[src/hdl/mcu_pkg.sv]
// word-only buses, peripheral window decoded on the low 64 KiB above PERIPH_BASE
package mcu_pkg;

    // memory map
    localparam int unsigned RAM_ADDR_WIDTH   = 16;
    localparam int unsigned RAM_WORDS        = 2 ** (RAM_ADDR_WIDTH - 2);
    localparam logic [31:0] BOOT_ADDR        = 32'h0000_0080;
    localparam logic [31:0] PERIPH_BASE      = 32'h2000_0000;
    localparam logic [31:0] TEST_STATUS_ADDR = PERIPH_BASE + 32'd0;
    localparam logic [31:0] EXIT_VALUE_ADDR  = PERIPH_BASE + 32'd4;
    localparam logic [31:0] TEST_PASS_MAGIC  = 32'd123456789;

    // rv32i major opcodes of the supported subset
    localparam logic [6:0] OPC_LUI    = 7'b0110111;
    localparam logic [6:0] OPC_OP_IMM = 7'b0010011;
    localparam logic [6:0] OPC_OP     = 7'b0110011;
    localparam logic [6:0] OPC_LOAD   = 7'b0000011;
    localparam logic [6:0] OPC_STORE  = 7'b0100011;
    localparam logic [6:0] OPC_BRANCH = 7'b1100011;
    localparam logic [6:0] OPC_JAL    = 7'b1101111;

    // request/grant/rvalid ports
    typedef struct packed {
        logic        req;
        logic [31:0] addr;
    } instr_req_t;

    typedef struct packed {
        logic        gnt;
        logic        rvalid;
        logic [31:0] rdata;
    } instr_rsp_t;

    typedef struct packed {
        logic        req;
        logic        we;
        logic [3:0]  be;
        logic [31:0] addr;
        logic [31:0] wdata;
    } data_req_t;

    typedef struct packed {
        logic        gnt;
        logic        rvalid;
        logic [31:0] rdata;
    } data_rsp_t;

    // I view, also used for U and J immediates
    typedef struct packed {
        logic [11:0] imm;
        logic [4:0]  rs1;
        logic [2:0]  funct3;
        logic [4:0]  rd;
        logic [6:0]  opcode;
    } i_fmt_t;

    // S view, B immediate rebuilt from the same fields
    typedef struct packed {
        logic [6:0] imm_hi;
        logic [4:0] rs2;
        logic [4:0] rs1;
        logic [2:0] funct3;
        logic [4:0] imm_lo;
        logic [6:0] opcode;
    } s_fmt_t;

    typedef union packed {
        i_fmt_t i;
        s_fmt_t s;
    } instr_word_u;

    typedef struct packed {
        logic        valid;
        logic [31:0] pc;
        instr_word_u instr;
    } fetch_pkt_t;

    typedef struct packed {
        logic        valid;
        logic [31:0] target;
    } redirect_t;

endpackage

[src/hdl/exec_stage.sv]
// reduced rv32i subset, unsupported encodings retire as nop, word-only lw/sw
`timescale 1ns/1ps

module exec_stage (
    input  logic                clk_i,
    input  logic                arst_n_i,
    input  mcu_pkg::fetch_pkt_t pkt_i,
    output logic                ready_o,
    output mcu_pkg::redirect_t  redirect_o,
    output mcu_pkg::data_req_t  data_req_o,
    input  mcu_pkg::data_rsp_t  data_rsp_i
);

    typedef enum logic [1:0] {ST_IDLE, ST_REQ, ST_WAIT} state_e;

    state_e               state_q;
    mcu_pkg::instr_word_u ir;
    logic [31:0]          rs1_val;
    logic [31:0]          rs2_val;
    logic [31:0]          imm_i;
    logic [31:0]          imm_s;
    logic [31:0]          imm_b;
    logic [31:0]          imm_j;
    logic [31:0]          imm_u;
    logic                 accept;
    logic                 alu_we;
    logic [31:0]          alu_res;
    logic                 take;
    logic [31:0]          target;
    logic                 is_lw;
    logic                 is_sw;
    logic                 mem_we_q;
    logic [31:0]          mem_addr_q;
    logic [31:0]          mem_wdata_q;
    logic [4:0]           mem_rd_q;
    logic                 load_done;

    assign ir     = pkt_i.instr;
    assign accept = pkt_i.valid && ready_o;

    // immediates from the two views
    assign imm_i = {{20{ir.i.imm[11]}}, ir.i.imm};
    assign imm_s = {{20{ir.s.imm_hi[6]}}, ir.s.imm_hi, ir.s.imm_lo};
    assign imm_b = {{20{ir.s.imm_hi[6]}}, ir.s.imm_lo[0], ir.s.imm_hi[5:0],
                    ir.s.imm_lo[4:1], 1'b0};
    // J layout sits in the I view upper bits
    assign imm_j = {{12{ir.i.imm[11]}}, ir.i.rs1, ir.i.funct3, ir.i.imm[0],
                    ir.i.imm[10:1], 1'b0};
    assign imm_u = {ir.s.imm_hi, ir.s.rs2, ir.s.rs1, ir.s.funct3, 12'd0};

    regfile regfile_i (
        .clk_i     (clk_i),
        .arst_n_i  (arst_n_i),
        .raddr_a_i (ir.i.rs1),
        .raddr_b_i (ir.s.rs2),
        .rdata_a_o (rs1_val),
        .rdata_b_o (rs2_val),
        .we_i      ((accept && alu_we) || load_done),
        .waddr_i   (load_done ? mem_rd_q : ir.i.rd),
        .wdata_i   (load_done ? data_rsp_i.rdata : alu_res)
    );

    // decode and alu
    always_comb begin
        alu_we  = 1'b0;
        alu_res = 32'd0;
        take    = 1'b0;
        target  = pkt_i.pc + imm_b;
        is_lw   = 1'b0;
        is_sw   = 1'b0;
        case (ir.i.opcode)
            mcu_pkg::OPC_LUI: begin
                alu_we  = 1'b1;
                alu_res = imm_u;
            end
            mcu_pkg::OPC_OP_IMM: begin
                alu_we  = (ir.i.funct3 == 3'b000);
                alu_res = rs1_val + imm_i;
            end
            mcu_pkg::OPC_OP: begin
                // funct7 lives in imm[11:5]
                alu_we  = (ir.i.funct3 == 3'b000) && (ir.i.imm[11:5] == 7'b0000000 ||
                                                      ir.i.imm[11:5] == 7'b0100000);
                alu_res = ir.i.imm[10] ? rs1_val - rs2_val : rs1_val + rs2_val;
            end
            mcu_pkg::OPC_LOAD:  is_lw = (ir.i.funct3 == 3'b010);
            mcu_pkg::OPC_STORE: is_sw = (ir.s.funct3 == 3'b010);
            mcu_pkg::OPC_BRANCH: begin
                // beq and bne only
                if (ir.s.funct3 == 3'b000) begin
                    take = (rs1_val == rs2_val);
                end else if (ir.s.funct3 == 3'b001) begin
                    take = (rs1_val != rs2_val);
                end
            end
            mcu_pkg::OPC_JAL: begin
                alu_we  = 1'b1;
                alu_res = pkt_i.pc + 32'd4;
                take    = 1'b1;
                target  = pkt_i.pc + imm_j;
            end
            default: ;
        endcase
    end

    assign redirect_o.valid  = accept && take;
    assign redirect_o.target = target;

    // busy while a memory access is open
    assign ready_o   = (state_q == ST_IDLE);
    assign load_done = (state_q == ST_WAIT) && data_rsp_i.rvalid && !mem_we_q;

    assign data_req_o.req   = (state_q == ST_REQ);
    assign data_req_o.we    = mem_we_q;
    assign data_req_o.be    = 4'b1111;
    assign data_req_o.addr  = mem_addr_q;
    assign data_req_o.wdata = mem_wdata_q;

    always_ff @(posedge clk_i or negedge arst_n_i) begin
        if (!arst_n_i) begin
            state_q <= ST_IDLE;
        end else begin
            case (state_q)
                ST_IDLE: if (accept && (is_lw || is_sw)) state_q <= ST_REQ;
                ST_REQ:  if (data_rsp_i.gnt) state_q <= ST_WAIT;
                ST_WAIT: if (data_rsp_i.rvalid) state_q <= ST_IDLE;
                default: state_q <= ST_IDLE;
            endcase
        end
    end

    // access captured at accept time
    always_ff @(posedge clk_i) begin
        if (accept && (is_lw || is_sw)) begin
            mem_we_q    <= is_sw;
            mem_addr_q  <= rs1_val + (is_sw ? imm_s : imm_i);
            mem_wdata_q <= rs2_val;
            mem_rd_q    <= ir.i.rd;
        end
    end

endmodule

[src/hdl/regfile.sv]
// two asynchronous read ports, one write port, x0 hardwired to zero
`timescale 1ns/1ps

module regfile (
    input  logic        clk_i,
    input  logic        arst_n_i,
    input  logic [4:0]  raddr_a_i,
    input  logic [4:0]  raddr_b_i,
    output logic [31:0] rdata_a_o,
    output logic [31:0] rdata_b_o,
    input  logic        we_i,
    input  logic [4:0]  waddr_i,
    input  logic [31:0] wdata_i
);

    logic [31:0] regs [1:31];

    // x0 never stored
    assign rdata_a_o = (raddr_a_i == 5'd0) ? 32'd0 : regs[raddr_a_i];
    assign rdata_b_o = (raddr_b_i == 5'd0) ? 32'd0 : regs[raddr_b_i];

    always_ff @(posedge clk_i or negedge arst_n_i) begin
        if (!arst_n_i) begin
            for (int r = 1; r < 32; r++) begin
                regs[r] <= 32'd0;
            end
        end else if (we_i && (waddr_i != 5'd0)) begin
            regs[waddr_i] <= wdata_i;
        end
    end

endmodule

[config.mk]
export PLATFORM = sky130hd
export DESIGN_NAME = exec_stage
export DESIGN_NICKNAME = d
export VERILOG_FILES = /design/src/hdl/mcu_pkg.sv /design/src/hdl/exec_stage.sv /design/src/hdl/regfile.sv
export SDC_FILE = /design/constraint.sdc
export NUM_CORES = 2
export LEC_CHECK = 0
export BUFFER_PORTS_ARGS = -buffer_cell sky130_fd_sc_hd__buf_4
export CAP_MARGIN = 10
export CELL_PAD_IN_SITES_DETAIL_PLACEMENT = 1
export CELL_PAD_IN_SITES_GLOBAL_PLACEMENT = 1
export CORE_MARGIN = 10
export CORE_UTILIZATION = 25
export DETAILED_ROUTE_END_ITERATION = 12
export HOLD_SLACK_MARGIN = 0.15
export PLACE_DENSITY = 0.51
export REMOVE_ABC_BUFFERS = 1
export SLEW_MARGIN = 10
export SYNTH_ARGS = -nofsm -noshare
export SYNTH_HDL_FRONTEND = slang
export SYNTH_SLANG_ARGS = --single-unit
[constraint.sdc]
create_clock -name clk_i -period 25.3 [get_ports clk_i]
set_clock_uncertainty 0.15 [all_clocks]
set_input_delay 5.06 -clock clk_i [delete_from_list [all_inputs] [get_ports clk_i]]
set_output_delay 5.06 -clock clk_i [all_outputs]
set_load 0.01 [all_outputs]
==> flow_summary.yaml <==
final_layout:
  fillers: 28300
  syn_to_final_growth_pct: 14.5
  final_cells: 9498
  fin_util: 0.288
  nNetsFinal: 6268
  fin_area_sq_um: 72600
  drive_above_1_share: 0.214
clocking:
  clockRootBuffer: "clkbuf_16"
  htreeDepth: 3
  clk_pin_slew_worst_paths_ns: 0.06
  postCtsResizedCells: 0
  cts_tree: "built"
  cts.sinks: 1064
  clock_latency_ns: 0.80
  postCtsSetupRepairBufs: 0
  cts_made_buffers: 121
  cts_hold_buf: 0
  clockBufferDepth: 3
die:
  die_w_um: 524
  die_y_um: 524
  coreArea_sq_um: 252000
  ioPinCount: 205
  start_util: 0.252
  core.rowCount: 184
  die_area_sq_um: 274000
synth:
  postSynthAreaPerCell_sq_um: 10.4
  yosysSeqAreaShare: 0.425
  synth_edf_count: 70
  synthArstFlopShare: 0.934
  post_synth_fa_ha_maj_area_fraction: 0.0255
  syn_inst: 6119
  ys.flop_type: "dfrtp_1"
  synth_seq_cells: 1064
  muxShareOfSynthArea: 0.218
  synth_top_family_by_area: "multiplexers"
  synth_cell_types: 110
  synth_area_sq_um: 63400
  synth_compound_area_frac: 0.154
  synth_warnings: 0
  synth_xor_area_frac: 0.0210
  yosys.area_share.simple: 0.115
worst_setup_path:
  crit_path_end_kind: "output pin"
  critPathMaxStageDelay_ns: 0.82
  crit_family: "buffers and inverters"
  required_ns: 20.09
  cp_max_fo: 50
  cp_cell_sequence: "buf_8, buf_4, buf_4, buf_4, mux4_2, mux4_2, mux2_2, ha_1, inv_1, nor4_1, nand4_1, or4_1, nor3_1, xor2_1, nand2_1, a211oi_1, buf_4"
  crit_slowest_cell: "buf_4"
  r2r_start: "regfile_i.regs[640]$_DFFE_PN0P_"
  crit_start: "pkt_i[16]"
  path_common_cell: "buf_4"
  critPathBufInv: 6
  critPathLaunchType: "primary input"
  worstPathArrival_ns: 12.22
  path_class: "in2out"
sta:
  rsz0062_at_grt: "no"
  slew_violations: 0
  min_period_over_period: 0.689
  worst_slack_ns: 7.87
  fmax_mhz: 57.4
  holdWs_ns: 0.348
  finalSetupViolCount: 0
  max-slew-margin-rel: 0.194
  min_period_ns: 17.43
  worstMarginPinSlew_ns: 1.21
  fin_setup_tns_ns: 0
  final_hold_viol_count: 0
job:
  maxCapViolCount: 0
route:
  drt-total-wl_um: 293000
  drc_errors: 0
  wl_per_cell_um: 30.8
  drt_iter0_drc: 4355
  firstDrtPassIters: 7
  vias: 51100
  viasPerCell: 5.38
  final_antenna_net_count: 0
global_route:
  grt_util_all_layers: 0.208
  antenna_found_initial: 19
  grt_pass1_vias: 52700
  grt_pass1_wl_um: 416000
  grt_max_degree: 166
  grt-ovfl-total: 0
power_and_ir_drop:
  p_leak_nw: 30.3
  power.density_nw_per_um2: 55.7
  ir_drop_mv: 0.0583
  total_power_mw: 4.05
place:
  numPortBuffers: 200
  placed_cell_area_sq_um: 68400
  dp_slack_ns: 8.01
  dp.cells: 9268
  hpwl_um: 193000
  gp_congestion: 0.943
min_path:
  hold_start: "regfile_i.regs[679]$_DFFE_PN0P_"
  hold_path.class: "reg2reg"
status:
  status: "complete, no violations"
[worst paths after layout]
path	endpoint	slack (ns)	cells past startpoint
max	redirect_o[32]	7.87	17
min	regfile_i.regs[679]$_DFFE_PN0P_	0.35	2
max reg2reg	regfile_i.regs[978]$_DFFE_PN0P_	18.35	16
min reg2reg	regfile_i.regs[679]$_DFFE_PN0P_	0.35	2
max in group asynchronous	regfile_i.regs[347]$_DFFE_PN0P_	15.85	6
min in group asynchronous	regfile_i.regs[587]$_DFFE_PN0P_	4.17	1
[cell families after synthesis]
family	after synthesis
muxes	763
AOI/OAI and AO/OA	1652
xor gates and xnor gates	152
other	1
DFF	1064
adders and majority gates	129
and+or+nand+nor	1739
buffers and inverters	619
[tightest hold or removal path: cells and delay by family (launching register included)]
family	cells	cell delay [ns]
DFF	1	0.35
and+or+nand+nor	1	0.05
AOI/OAI and AO/OA	1	0.06
[synth_stat cells (80+ instances only)]
| master | number | area [sq um] |
|---|---|---|
| dfrtp_1 | 994 | 24900 |
| o21ai_0 | 674 | 3370 |
| nand2_1 | 1071 | 4020 |
| mux4_2 | 478 | 10800 |
| mux2_2 | 140 | 1580 |
| a21oi_1 | 363 | 1820 |
| ha_1 | 122 | 1530 |
| nor2_1 | 364 | 1370 |
| clkbuf_1 | 375 | 1410 |
| mux2i_1 | 142 | 1420 |
| xnor2_1 | 104 | 911 |
| inv_1 | 80 | 300 |
| o21ai_1 | 191 | 956 |
[state kept, by name, indices dropped and copies added (netlist names)]
register,count
mem_we_q,1
state_q,2
mem_rd_q,5
mem_wdata_q,32
mem_addr_q,32
regfile_i.regs,992
[routing by layer]
| layer | GRT usage | up-vias | routed length [um] |
|---|---|---|---|
| li1 | - | 22100 | - |
| met1 | 0.283 | 27000 | 129000 |
| met4 | 0.0955 | 8 | 15400 |
| met5 | 0 | - | 50 |
| met3 | 0.0250 | 436 | 15800 |
| met2 | 0.331 | 1585 | 132000 |
[cells in the final DEF (no fill, tap or decap), types with 34 or more instances in the layout]
master	n
xnor2_1	104
a21o_1	53
o21ai_1	188
clkbuf_16	122
clkbuf_8	35
ha_1	122
mux2i_1	142
dfrtp_1	994
inv_1	79
a21oi_1	357
nor2_1	352
mux4_2	478
mux2_2	140
nand2_1	1040
nor3_1	49
xor2_1	48
nand3_1	43
o21ai_0	671
edfxtp_1	70
buf_4	320
nand4_1	34
[report_power, final]
part / leakage [nW] / switching (mW) / internal [mW]
clock: 2.08 / 0.797 / 1.09
combinational: 13.7 / 0.294 / 0.138
sequential: 14.6 / 0.00388 / 1.72
[layout make-up]
class,instances,area [sq um],share of cell area
clock inverter,43,608,0.00837
timing repair buffer,332,2630,0.0361
clock buffer,184,3640,0.0501
inverter,85,329,0.00453
antenna,3,7.51,0.000103
sequential,1064,27000,0.371
multi-input combinational,4439,34300,0.472
tap,3348,4190,0.0577
No activity file was read; power rests on OpenSTA's default activity.
